### config.mk
export PLATFORM = sky130hd
export DESIGN_NAME = la32_mini_core
export DESIGN_NICKNAME = d
export VERILOG_FILES = /design/src/core_pkg.sv /design/src/pipe_pkg.sv /design/src/fetch_stage.sv /design/src/register_file.sv /design/src/decode_stage.sv /design/src/execute_stage.sv /design/src/writeback_stage.sv /design/src/la32_mini_core.sv
export SDC_FILE = /design/constraint.sdc
export NUM_CORES = 2
export LEC_CHECK = 0
export BUFFER_PORTS_ARGS = -buffer_cell sky130_fd_sc_hd__buf_2
export CAP_MARGIN = 0
export CORE_UTILIZATION = 45
export DETAILED_ROUTE_END_ITERATION = 12
export GPL_ROUTABILITY_DRIVEN = 0
export HOLD_SLACK_MARGIN = 0.1
export SYNTH_ARGS = -nofsm -noshare
export SYNTH_HDL_FRONTEND = slang
export SYNTH_HIERARCHICAL = 1
export SYNTH_SLANG_ARGS = --single-unit
### constraint.sdc
create_clock -name aclk -period 13.2 [get_ports aclk]
set_input_delay 3.3 -clock aclk [delete_from_list [all_inputs] [get_ports aclk]]
set_output_delay 3.3 -clock aclk [all_outputs]
set_load 0.01 [all_outputs]
### src/core_pkg.sv
`default_nettype none

package core_pkg;

  // architectural widths
  typedef logic [31:0] word_t;
  typedef logic [31:0] pc_t;
  typedef logic [31:0] inst_t;
  typedef logic [4:0]  reg_idx_t;

  // general register count, r0 included
  localparam int NUM_REGS = 32;

  // first instruction lands here after reset
  localparam pc_t RESET_PC = 32'h1c00_0000;
  localparam pc_t PC_STEP  = 32'd4;

endpackage

`default_nettype wire

### src/pipe_pkg.sv
`default_nettype none

package pipe_pkg;

  typedef enum logic [2:0] {
    ALU_ADD,
    ALU_SUB,
    ALU_SLT,
    ALU_AND,
    ALU_OR,
    ALU_XOR,
    ALU_LUI,
    ALU_NONE
  } alu_op_e;

  // 3R major opcodes, inst[31:15]
  localparam logic [16:0] OP_ADD_W = 17'h00020;
  localparam logic [16:0] OP_SUB_W = 17'h00022;
  localparam logic [16:0] OP_SLT   = 17'h00024;
  localparam logic [16:0] OP_AND   = 17'h00029;
  localparam logic [16:0] OP_OR    = 17'h0002a;
  localparam logic [16:0] OP_XOR   = 17'h0002b;

  // 2RI12 form, inst[31:22]
  localparam logic [9:0] OP_ADDI_W = 10'h00a;
  // 1RI20 form, inst[31:25]
  localparam logic [6:0] OP_LU12I_W = 7'h0a;

  // instruction queue
  localparam int IQ_DEPTH = 4;
  localparam int IQ_PTR_W = $clog2(IQ_DEPTH);

  typedef struct packed {
    core_pkg::pc_t   pc;
    core_pkg::inst_t inst;
  } fetch_bus_t;

  typedef struct packed {
    core_pkg::pc_t      pc;
    alu_op_e            alu_op;
    core_pkg::word_t    src_a;
    core_pkg::word_t    src_b;
    core_pkg::reg_idx_t rd;
    logic               we;
  } decode_bus_t;

  // also used for the commit port and both forwarding sources
  typedef struct packed {
    core_pkg::pc_t      pc;
    core_pkg::word_t    result;
    core_pkg::reg_idx_t rd;
    logic               we;
  } exec_bus_t;

endpackage

`default_nettype wire

### src/fetch_stage.sv
`timescale 1ns/1ps
`default_nettype none

module fetch_stage (
  input  wire                  aclk,
  input  wire                  i_rst_n,
  input  wire                  i_inst_valid,
  input  core_pkg::inst_t      i_inst,
  output logic                 o_inst_ready,
  output logic                 o_out_valid,
  output pipe_pkg::fetch_bus_t o_out,
  input  wire                  i_out_ready
);
  import core_pkg::*;
  import pipe_pkg::*;

  fetch_bus_t            queue_mem [IQ_DEPTH];
  logic [IQ_PTR_W-1:0]   wr_ptr;
  logic [IQ_PTR_W-1:0]   rd_ptr;
  logic [IQ_PTR_W:0]     count;
  pc_t                   next_pc;
  logic                  push;
  logic                  pop;

  assign o_inst_ready = (count != (IQ_PTR_W + 1)'(IQ_DEPTH));
  assign o_out_valid  = (count != '0);
  assign o_out        = queue_mem[rd_ptr];

  assign push = i_inst_valid && o_inst_ready;
  assign pop  = o_out_valid && i_out_ready;

  always_ff @(posedge aclk) begin
    if (!i_rst_n) begin
      wr_ptr  <= '0;
      rd_ptr  <= '0;
      count   <= '0;
      next_pc <= RESET_PC;
    end else begin
      if (push) begin
        wr_ptr  <= wr_ptr + 1'b1;
        next_pc <= next_pc + PC_STEP;
      end
      if (pop) begin
        rd_ptr <= rd_ptr + 1'b1;
      end
      // count only moves when exactly one side fires
      case ({push, pop})
        2'b10:   count <= count + 1'b1;
        2'b01:   count <= count - 1'b1;
        default: count <= count;
      endcase
    end
  end

  // each entry carries the pc it was accepted with
  always_ff @(posedge aclk) begin
    if (push) begin
      queue_mem[wr_ptr] <= '{pc: next_pc, inst: i_inst};
    end
  end

endmodule

`default_nettype wire

### src/register_file.sv
`timescale 1ns/1ps
`default_nettype none

module register_file (
  input  wire                aclk,
  input  wire                i_rst_n,
  input  core_pkg::reg_idx_t i_raddr_a,
  input  core_pkg::reg_idx_t i_raddr_b,
  output core_pkg::word_t    o_rdata_a,
  output core_pkg::word_t    o_rdata_b,
  input  wire                i_we,
  input  core_pkg::reg_idx_t i_waddr,
  input  core_pkg::word_t    i_wdata
);
  import core_pkg::*;

  word_t regs [NUM_REGS];

  // r0 reads zero, a same-cycle write passes straight through
  function automatic word_t read_port(input reg_idx_t raddr);
    if (raddr == '0) begin
      return '0;
    end
    if (i_we && (i_waddr == raddr)) begin
      return i_wdata;
    end
    return regs[raddr];
  endfunction

  always_comb begin
    o_rdata_a = read_port(i_raddr_a);
    o_rdata_b = read_port(i_raddr_b);
  end

  always_ff @(posedge aclk) begin
    if (!i_rst_n) begin
      for (int i = 0; i < NUM_REGS; i++) begin
        regs[i] <= '0;
      end
    end else if (i_we && (i_waddr != '0)) begin
      regs[i_waddr] <= i_wdata;
    end
  end

endmodule

`default_nettype wire

### src/decode_stage.sv
`timescale 1ns/1ps
`default_nettype none

module decode_stage (
  input  wire                   aclk,
  input  wire                   i_rst_n,
  input  wire                   i_in_valid,
  input  pipe_pkg::fetch_bus_t  i_in,
  output logic                  o_in_ready,
  output core_pkg::reg_idx_t    o_rf_raddr_a,
  output core_pkg::reg_idx_t    o_rf_raddr_b,
  input  core_pkg::word_t       i_rf_rdata_a,
  input  core_pkg::word_t       i_rf_rdata_b,
  input  wire                   i_ex_fwd_valid,
  input  pipe_pkg::exec_bus_t   i_ex_fwd,
  input  wire                   i_wb_fwd_valid,
  input  pipe_pkg::exec_bus_t   i_wb_fwd,
  output logic                  o_out_valid,
  output pipe_pkg::decode_bus_t o_out,
  input  wire                   i_out_ready
);
  import core_pkg::*;
  import pipe_pkg::*;

  logic       valid_q;
  fetch_bus_t held_q;
  inst_t      inst;
  reg_idx_t   rd;
  reg_idx_t   rj;
  reg_idx_t   rk;
  alu_op_e    alu_op;
  logic       use_imm;
  word_t      imm;

  assign o_in_ready  = !valid_q || i_out_ready;
  assign o_out_valid = valid_q;

  always_ff @(posedge aclk) begin
    if (!i_rst_n) begin
      valid_q <= 1'b0;
    end else if (o_in_ready) begin
      valid_q <= i_in_valid;
    end
  end

  always_ff @(posedge aclk) begin
    if (i_in_valid && o_in_ready) begin
      held_q <= i_in;
    end
  end

  assign inst = held_q.inst;
  assign rd   = inst[4:0];
  assign rj   = inst[9:5];
  assign rk   = inst[14:10];

  always_comb begin
    alu_op  = ALU_NONE;
    use_imm = 1'b0;
    imm     = '0;
    if (inst[31:15] == OP_ADD_W) begin
      alu_op = ALU_ADD;
    end else if (inst[31:15] == OP_SUB_W) begin
      alu_op = ALU_SUB;
    end else if (inst[31:15] == OP_SLT) begin
      alu_op = ALU_SLT;
    end else if (inst[31:15] == OP_AND) begin
      alu_op = ALU_AND;
    end else if (inst[31:15] == OP_OR) begin
      alu_op = ALU_OR;
    end else if (inst[31:15] == OP_XOR) begin
      alu_op = ALU_XOR;
    end else if (inst[31:22] == OP_ADDI_W) begin
      alu_op  = ALU_ADD;
      use_imm = 1'b1;
      imm     = {{20{inst[21]}}, inst[21:10]};
    end else if (inst[31:25] == OP_LU12I_W) begin
      alu_op  = ALU_LUI;
      use_imm = 1'b1;
      imm     = {inst[24:5], 12'h000};
    end
  end

  // operands resolve on the held item, so the older neighbour is already
  // in execute; youngest producer wins
  function automatic word_t pick_operand(input reg_idx_t idx, input word_t rf_data);
    if (idx == '0) begin
      return '0;
    end
    if (i_ex_fwd_valid && i_ex_fwd.we && (i_ex_fwd.rd == idx)) begin
      return i_ex_fwd.result;
    end
    if (i_wb_fwd_valid && i_wb_fwd.we && (i_wb_fwd.rd == idx)) begin
      return i_wb_fwd.result;
    end
    return rf_data;
  endfunction

  assign o_rf_raddr_a = rj;
  assign o_rf_raddr_b = rk;

  always_comb begin
    o_out.pc     = held_q.pc;
    o_out.alu_op = alu_op;
    o_out.src_a  = pick_operand(rj, i_rf_rdata_a);
    o_out.src_b  = use_imm ? imm : pick_operand(rk, i_rf_rdata_b);
    o_out.rd     = rd;
    o_out.we     = (alu_op != ALU_NONE) && (rd != '0);
  end

endmodule

`default_nettype wire

### src/execute_stage.sv
`timescale 1ns/1ps
`default_nettype none

module execute_stage (
  input  wire                   aclk,
  input  wire                   i_rst_n,
  input  wire                   i_in_valid,
  input  pipe_pkg::decode_bus_t i_in,
  output logic                  o_in_ready,
  output logic                  o_out_valid,
  output pipe_pkg::exec_bus_t   o_out,
  input  wire                   i_out_ready
);
  import core_pkg::*;
  import pipe_pkg::*;

  logic  valid_q;
  word_t alu_result;

  assign o_in_ready = !valid_q || i_out_ready;

  always_comb begin
    case (i_in.alu_op)
      ALU_ADD: alu_result = i_in.src_a + i_in.src_b;
      ALU_SUB: alu_result = i_in.src_a - i_in.src_b;
      ALU_SLT: alu_result = ($signed(i_in.src_a) < $signed(i_in.src_b)) ? 32'd1 : 32'd0;
      ALU_AND: alu_result = i_in.src_a & i_in.src_b;
      ALU_OR:  alu_result = i_in.src_a | i_in.src_b;
      ALU_XOR: alu_result = i_in.src_a ^ i_in.src_b;
      ALU_LUI: alu_result = i_in.src_b;
      // unsupported encodings
      default: alu_result = '0;
    endcase
  end

  always_ff @(posedge aclk) begin
    if (!i_rst_n) begin
      valid_q <= 1'b0;
    end else if (o_in_ready) begin
      valid_q <= i_in_valid;
    end
  end

  // registered result doubles as the youngest forwarding source
  always_ff @(posedge aclk) begin
    if (i_in_valid && o_in_ready) begin
      o_out <= '{pc: i_in.pc, result: alu_result, rd: i_in.rd, we: i_in.we};
    end
  end

  assign o_out_valid = valid_q;

endmodule

`default_nettype wire

### src/writeback_stage.sv
`timescale 1ns/1ps
`default_nettype none

module writeback_stage (
  input  wire                 aclk,
  input  wire                 i_rst_n,
  input  wire                 i_in_valid,
  input  pipe_pkg::exec_bus_t i_in,
  output logic                o_in_ready,
  output logic                o_commit_valid,
  output pipe_pkg::exec_bus_t o_commit,
  input  wire                 i_commit_ready,
  output logic                o_rf_we,
  output core_pkg::reg_idx_t  o_rf_waddr,
  output core_pkg::word_t     o_rf_wdata
);

  logic commit_fire;

  assign commit_fire = o_commit_valid && i_commit_ready;
  assign o_in_ready  = !o_commit_valid || i_commit_ready;

  always_ff @(posedge aclk) begin
    if (!i_rst_n) begin
      o_commit_valid <= 1'b0;
    end else if (o_in_ready) begin
      o_commit_valid <= i_in_valid;
    end
  end

  // held until the commit port takes it
  always_ff @(posedge aclk) begin
    if (i_in_valid && o_in_ready) begin
      o_commit <= i_in;
    end
  end

  // register file sees the write only in the retire cycle
  assign o_rf_we    = commit_fire && o_commit.we;
  assign o_rf_waddr = o_commit.rd;
  assign o_rf_wdata = o_commit.result;

endmodule

`default_nettype wire

### src/la32_mini_core.sv
`timescale 1ns/1ps
`default_nettype none

module la32_mini_core (
  input  wire                 aclk,
  input  wire                 i_rst_n,
  input  wire                 i_inst_valid,
  input  core_pkg::inst_t     i_inst,
  output logic                o_inst_ready,
  output logic                o_commit_valid,
  output pipe_pkg::exec_bus_t o_commit,
  input  wire                 i_commit_ready
);
  import core_pkg::*;
  import pipe_pkg::*;

  // fetch to decode
  logic        fs_to_ds_valid;
  fetch_bus_t  fs_to_ds_bus;
  logic        ds_ready;
  // decode to execute
  logic        ds_to_es_valid;
  decode_bus_t ds_to_es_bus;
  logic        es_ready;
  // execute to writeback
  logic        es_to_ws_valid;
  exec_bus_t   es_to_ws_bus;
  logic        ws_ready;
  // register file
  reg_idx_t    rf_raddr_a;
  reg_idx_t    rf_raddr_b;
  word_t       rf_rdata_a;
  word_t       rf_rdata_b;
  logic        rf_we;
  reg_idx_t    rf_waddr;
  word_t       rf_wdata;

  fetch_stage u_fetch (
    .aclk         (aclk),
    .i_rst_n      (i_rst_n),
    .i_inst_valid (i_inst_valid),
    .i_inst       (i_inst),
    .o_inst_ready (o_inst_ready),
    .o_out_valid  (fs_to_ds_valid),
    .o_out        (fs_to_ds_bus),
    .i_out_ready  (ds_ready)
  );

  decode_stage u_decode (
    .aclk           (aclk),
    .i_rst_n        (i_rst_n),
    .i_in_valid     (fs_to_ds_valid),
    .i_in           (fs_to_ds_bus),
    .o_in_ready     (ds_ready),
    .o_rf_raddr_a   (rf_raddr_a),
    .o_rf_raddr_b   (rf_raddr_b),
    .i_rf_rdata_a   (rf_rdata_a),
    .i_rf_rdata_b   (rf_rdata_b),
    .i_ex_fwd_valid (es_to_ws_valid),
    .i_ex_fwd       (es_to_ws_bus),
    .i_wb_fwd_valid (o_commit_valid),
    .i_wb_fwd       (o_commit),
    .o_out_valid    (ds_to_es_valid),
    .o_out          (ds_to_es_bus),
    .i_out_ready    (es_ready)
  );

  register_file u_regfile (
    .aclk      (aclk),
    .i_rst_n   (i_rst_n),
    .i_raddr_a (rf_raddr_a),
    .i_raddr_b (rf_raddr_b),
    .o_rdata_a (rf_rdata_a),
    .o_rdata_b (rf_rdata_b),
    .i_we      (rf_we),
    .i_waddr   (rf_waddr),
    .i_wdata   (rf_wdata)
  );

  execute_stage u_execute (
    .aclk        (aclk),
    .i_rst_n     (i_rst_n),
    .i_in_valid  (ds_to_es_valid),
    .i_in        (ds_to_es_bus),
    .o_in_ready  (es_ready),
    .o_out_valid (es_to_ws_valid),
    .o_out       (es_to_ws_bus),
    .i_out_ready (ws_ready)
  );

  writeback_stage u_writeback (
    .aclk           (aclk),
    .i_rst_n        (i_rst_n),
    .i_in_valid     (es_to_ws_valid),
    .i_in           (es_to_ws_bus),
    .o_in_ready     (ws_ready),
    .o_commit_valid (o_commit_valid),
    .o_commit       (o_commit),
    .i_commit_ready (i_commit_ready),
    .o_rf_we        (rf_we),
    .o_rf_waddr     (rf_waddr),
    .o_rf_wdata     (rf_wdata)
  );

endmodule

`default_nettype wire

# --- Word-level counts from Yosys, hierarchy flattened ---
# Memory sizes are Yosys's and may differ from the RTL's. A register that Yosys moved wholly into a read port is not among the register bits.
# Cells that the tools add are included.
# Widths: inputs -> output; s select.
classes:
  n_eq_ne: 22
  shifts: 0
  multipliers: 0
  n_div: 0
  magnitude_cmp: 1
  n_reduce_logical: 30
  mux: 69
  bitwise_logic: 3
  addsub: 7
ops:
  columns: ["op", "count"]
  rows:
  - ["$mux 32", 26]
  - ["$pmux 32 s7", 1]
  - ["$eq 17x6->1 const B", 6]
  - ["$mux 1", 33]
  - ["$add 32x3->32 const B", 1]
  - ["$add 32x32->32", 1]
  - ["$and 32x32->32", 1]
  - ["$lt 32x32->1", 1]
  - ["$or 32x32->32", 1]
  - ["$reduce_or 32->1", 1]
  - ["$sub 32x32->32", 1]
  - ["$xor 32x32->32", 1]
  - ["$mux 3", 7]
  - ["$eq 5x5->1", 4]
  - ["$logic_and 1x1->1", 16]
  - ["$eq 10x4->1 const B", 1]
  - ["$logic_not 5->1", 2]
  - ["$reduce_bool 5->1", 2]
  - ["$eq 3x3->1 const B", 3]
  - ["$eq 7x4->1 const B", 1]
  - ["$eq 3x2->1 const B", 2]
  - ["$ne 3x3->1 const B", 2]
  - ["$pmux 3 s2", 1]
  - ["$mux 5", 1]
  - ["other kinds (11)", 16]
word_totals:
  latch_bits: 0
  ram_bits: 1280
  mem_count: 2
  out_inout_bits: 72
  romBits: 0
  in_bits: 36
  ff_bits: 182
memory_table:
  columns: ["memory", "depth", "word_bits", "read_ports", "rd_ports_with_merged_regs", "wr", "line_no", "text"]
  rows:
  - ["u_regfile.regs", 32, 32, 2, 0, 32, "register_file.sv:17", "word_t regs [NUM_REGS];"]
  - ["u_fetch.queue_mem", 4, 64, 1, 1, 1, "fetch_stage.sv:17", "fetch_bus_t queue_mem [IQ_DEPTH];"]

# --- Depth between registers and ports, before layout ---
depth:
  ltp_word: 13
  depth_mapped: 24
  depth_no_buf: 19

# --- Hierarchy ---
# The synthesis kept the hierarchy.
by_module_without_submodules:
  columns: ["module", "seq_area_each_um2", "cells_each", "n_inst", "area_each_um2"]
  rows:
  - ["register_file", 30749.5, 3710, 1, 54504.8]
  - ["fetch_stage", 8227.9, 548, 1, 10806.6]
  - ["execute_stage", 2122.0, 916, 1, 7618.6]
  - ["decode_stage", 1941.9, 451, 1, 4852.2]
  - ["writeback_stage", 2122.0, 113, 1, 2444.8]

# --- Worst setup path after synthesis ---
# OpenSTA, ideal clock, no wires.
synth_timing:
  kind: "input port to flip-flop"
  startpoint: "in i_commit_ready"
  endpoint: "reg u_execute/o_out[35] (netlist name) (data pin)"
  path_stages: 20
  setup_slack_ns: 5.214
  required_time_ns: 12.943
  arrival_time_ns: 7.729
  setup_time_ns: 0.257
  cell_sequence: "and3_2 nand4_1 or3_1 clkbuf_1 clkbuf_1 o2111a_1 a21oi_1 mux2i_1 a211oi_1 inv_1 ha_1 o21ba_1 a2111o_1 a311o_1 nand4_2 nand3_4 o21ai_4 a211oi_1 or4b_1 a32o_1"
synth_lines:
  columns: ["item", "line_no", "text"]
  rows:
  - ["start, declared", "la32_mini_core.sv:12", "input wire i_commit_ready"]
  - ["end signal, assigned", "execute_stage.sv:47", "o_out <= '{pc: i_in.pc, result: alu_result, rd: i_in.rd, we: i_in.we};"]
  - ["end, declared", "execute_stage.sv:11", "output pipe_pkg::exec_bus_t o_out,"]

==> reports/results.txt <==
P_leak - 31.5 nW
Synth Cell Area - 80200 µm²
Num CTS Buffers - 165
Arr. time, crit path - 9680 ps
initial DRC count - 7690
Syn Area/Cell - 14.0 µm²
Nets - 5789
Filler cells - 14800
die height - 424 µm
Layout Area Growth over Synthesis - 10.1%
VDD IR-drop max - 0.000179 V
# IOs - 108
EDFF count, synth - 1476
Starting Density - 45.4%
fin worst setup slack - 4090 ps
reg2reg end - u_execute/o_out[35]$_DFFE_PP_
crit path capture - u_execute/o_out[35]$_DFFE_PP_
Distinct cells, synth - 102
number of remaining DRC errors - 0
#FFs+latches synth - 1518
Total Power - 21.9 mW
main flop type after synthesis - edfxtp_1
relative slew slack - 1.63%
async set or reset register ratio after synthesis - 0%
post-synth top area share - 55.2%
critical path launch point type - input port
core area - 177000 µm²
H-tree lvl count - 4
Crit Path Class - input port to flop
WHS - 404 ps
routed vias/inst - 6.59
Fmax - 0.110 GHz
CTS clock-pin slew for the worst setup and hold paths - 60 ps
Worst R2R Path Depth - 19
area of the die - 180000 µm²
Synth area leader - edfxtp_1
HP Class - flop to flop
setup violators final - 0
outcome - finished, violations left
Max Slew Vio Count - 0
number of clock sinks - 1518
required time worst endpoint - 13770 ps
pre-CTS setup slack - 3630 ps
fraction of layout cells with a size suffix above 1 - 20.5%
Setup Buffers After CTS - 0
drt first pass iters - 6
crit path launch - i_commit_ready
Std-Cell Rows - 154
clock skew - 48.3 ps
CP endpoint kind - flop
CP max FO - 32
Fin. Hold Viols - 0
Routed WL - 284000 µm
Post-DP HPWL - 181000 µm
sequential share of the synthesized area - 56.3%
Synth Warn # - 6
top post-synthesis cells by area - edfxtp_1 (55%), mux4_2 (14%), and2_1 (7.8%)
worst reg-to-reg setup slack - 4610 ps
Tmin final - 9110 ps
RSZ-0062 raised after global routing - no
wire length per cell - 34.9 µm
failing checks - max-capacitance violations
Mapped Cells - 5738
worst reg2reg path startpoint - u_decode/inst[11]$_DFFE_PP_
largest net degree at the start of global routing - 101
final period utilization - 69.0%
Tot GR Track Use - 31.0%
CTS tree - done
Die Wd - 424 µm
vias in the first global route - 50800
CTS Root Cell - clkbuf_16
pwr dens - 248 nW/µm²
antenna violations before repair - 29
maxcap violations - 1
vias after detailed routing - 53500
Clock Tree Buf Depth - 3
GR Overflow Total - 0
antenna-violating nets left - 0
setup TNS - 0 ps
number of port buffers - 107
hold_buf cts - 0
worst skew pair latency - 830 ps
Worst Tran Pin Value - 1440 ps
first-pass GRT wire length - 395000 µm
post-CTS sizing - 0
==> synthesized netlist by cell type, drive strengths merged (93+ instances only) <==
library cell  instances
edfxtp             1476
nor2                206
mux4                481
inv                 108
buf                 188
nand2               137
a21oi               190
and2               1008
o21ai               151
a211oi               93
ha                  109
a22oi               153
clkbuf              400
mux2i               221
==> logic make-up (layout without fill, tap and decap cells) <==
logic type | Yosys count | count (layout) | share of synthesized area, %
flip-flops | 1518 | 1518 | 56.3
AND/OR/NAND/NOR | 1617 | 1617 | 11.7
XOR/XNOR | 65 | 65 | 0.710
other | 2 | 44 | 0.00936
adder cells (fa/ha/maj) | 112 | 112 | 1.77
multiplexers | 716 | 716 | 16.5
AO/OA/AOI/OAI | 1010 | 1010 | 9.29
buffers and inverters | 698 | 699 | 3.81
==> cell type report <==
type                            instances  area, µm²  share of cell area (%)
Multi-Input combinational cell       3554      32700                    37.0
Inverter                              110        413                   0.467
Sequential cell                      1518      45200                    51.1
Clock inverter                         77        663                   0.751
Clock buffer                          220       4400                    4.98
Timing Repair Buffer                  292       2080                    2.35
Antenna cell                           10       25.0                  0.0283
Tap cell                             2340       2930                    3.31
==> registers in the layout, summed over array words and instances, names as in the netlist, named ones only <==
register / cells
u_regfile/regs: 1024
u_fetch/queue_mem: 248
u_execute/o_out: 70
u_writeback/o_commit: 33
u_decode/inst: 32
u_decode/o_out: 32
u_writeback/o_rf_wdata: 32
u_fetch/next_pc: 30
u_writeback/o_rf_waddr: 5
u_fetch/count: 3
u_fetch/rd_ptr: 2
u_fetch/wr_ptr: 2
u_decode/o_out_valid: 1
u_execute/o_out_valid: 1
u_writeback/o_commit_valid: 1
==> cell usage in the layout, fill, tap and decap left out, types with 35 or more instances in the layout <==
cell       synthesis  layout
nor2_2             0      37
nor2_1           206     166
buf_4             60     174
o21ai_0          149     118
nand2_1          136     136
a22oi_1          153     153
buf_2            100     106
clkbuf_16          0     166
o22ai_1           39      39
mux4_2           481     481
clkbuf_1         400      50
dfxtp_1           42      40
a21oi_1          190     190
nand3_1           35      35
a22o_1            57      57
and3_1            46      42
ha_1             109     109
inv_1            108     107
edfxtp_1        1476    1476
and2_1          1005    1002
mux2i_1          221     221
xnor2_1           35      35
o221ai_1          41      41
a211oi_1          63      63
==> worst min path at each step <==
| stage | from | to | slack, ps | cells past startpoint |
|---|---|---|---|---|
| floorplan | u_decode/o_out[73]$_DFFE_PP_ | u_execute/o_out[38]$_DFFE_PP_ | 400 | 0 |
| global placement | u_execute/o_out[40]$_DFFE_PP_ | u_writeback/o_commit[40]$_DFFE_PP_ | 400 | 0 |
| detailed placement | u_decode/o_out[74]$_DFFE_PP_ | u_execute/o_out[39]$_DFFE_PP_ | 400 | 0 |
| CTS | u_execute/o_out[51]$_DFFE_PP_ | u_writeback/o_commit[51]$_DFFE_PP_ | 410 | 0 |
| global route | u_execute/o_out[51]$_DFFE_PP_ | u_writeback/o_commit[51]$_DFFE_PP_ | 410 | 0 |
| finish | u_execute/o_out[51]$_DFFE_PP_ | u_writeback/o_commit[51]$_DFFE_PP_ | 400 | 0 |
==> stage by stage <==
stage               utilization (%)  area, µm²  std cells
floorplan                         -      80300       5770
global placement               47.1      83300       7814
detailed placement             47.1      83300       7814
CTS                            50.0      88300       8111
global route                   50.0      88300       8116
finish                         50.0      88300       8121
==> routing by layer <==
layer,vias to the layer above,track usage (%),share of wire (%)
met5,-,0,0.030
met4,12,21.1,8.0
met3,740,7.26,9.9
met2,3405,46.7,45
met1,27500,40.0,37
li1,21900,-,-
==> power breakdown <==
part	total, mW	leakage, nW	internal, mW	switching, mW
Combinational	11.4	13.9	4.01	7.34
Sequential	6.14	15.1	5.85	0.294
Clock	4.43	2.46	2.47	1.96
==> critical path, cell delays in order <==
cell	delay, ps
buf_2	90
and3_2	290
nand4_1	200
or3_1	400
buf_4	270
nor2b_1	620
buf_4	320
a221o_1	170
mux2i_1	60
a211oi_1	570
inv_1	100
ha_1	510
nor3_1	120
nor4_1	480
a311oi_1	280
o21ai_0	610
o21ai_0	350
o41ai_1	490
o2111ai_1	190
a32o_1	250
(Power assumes the default switching activity.)
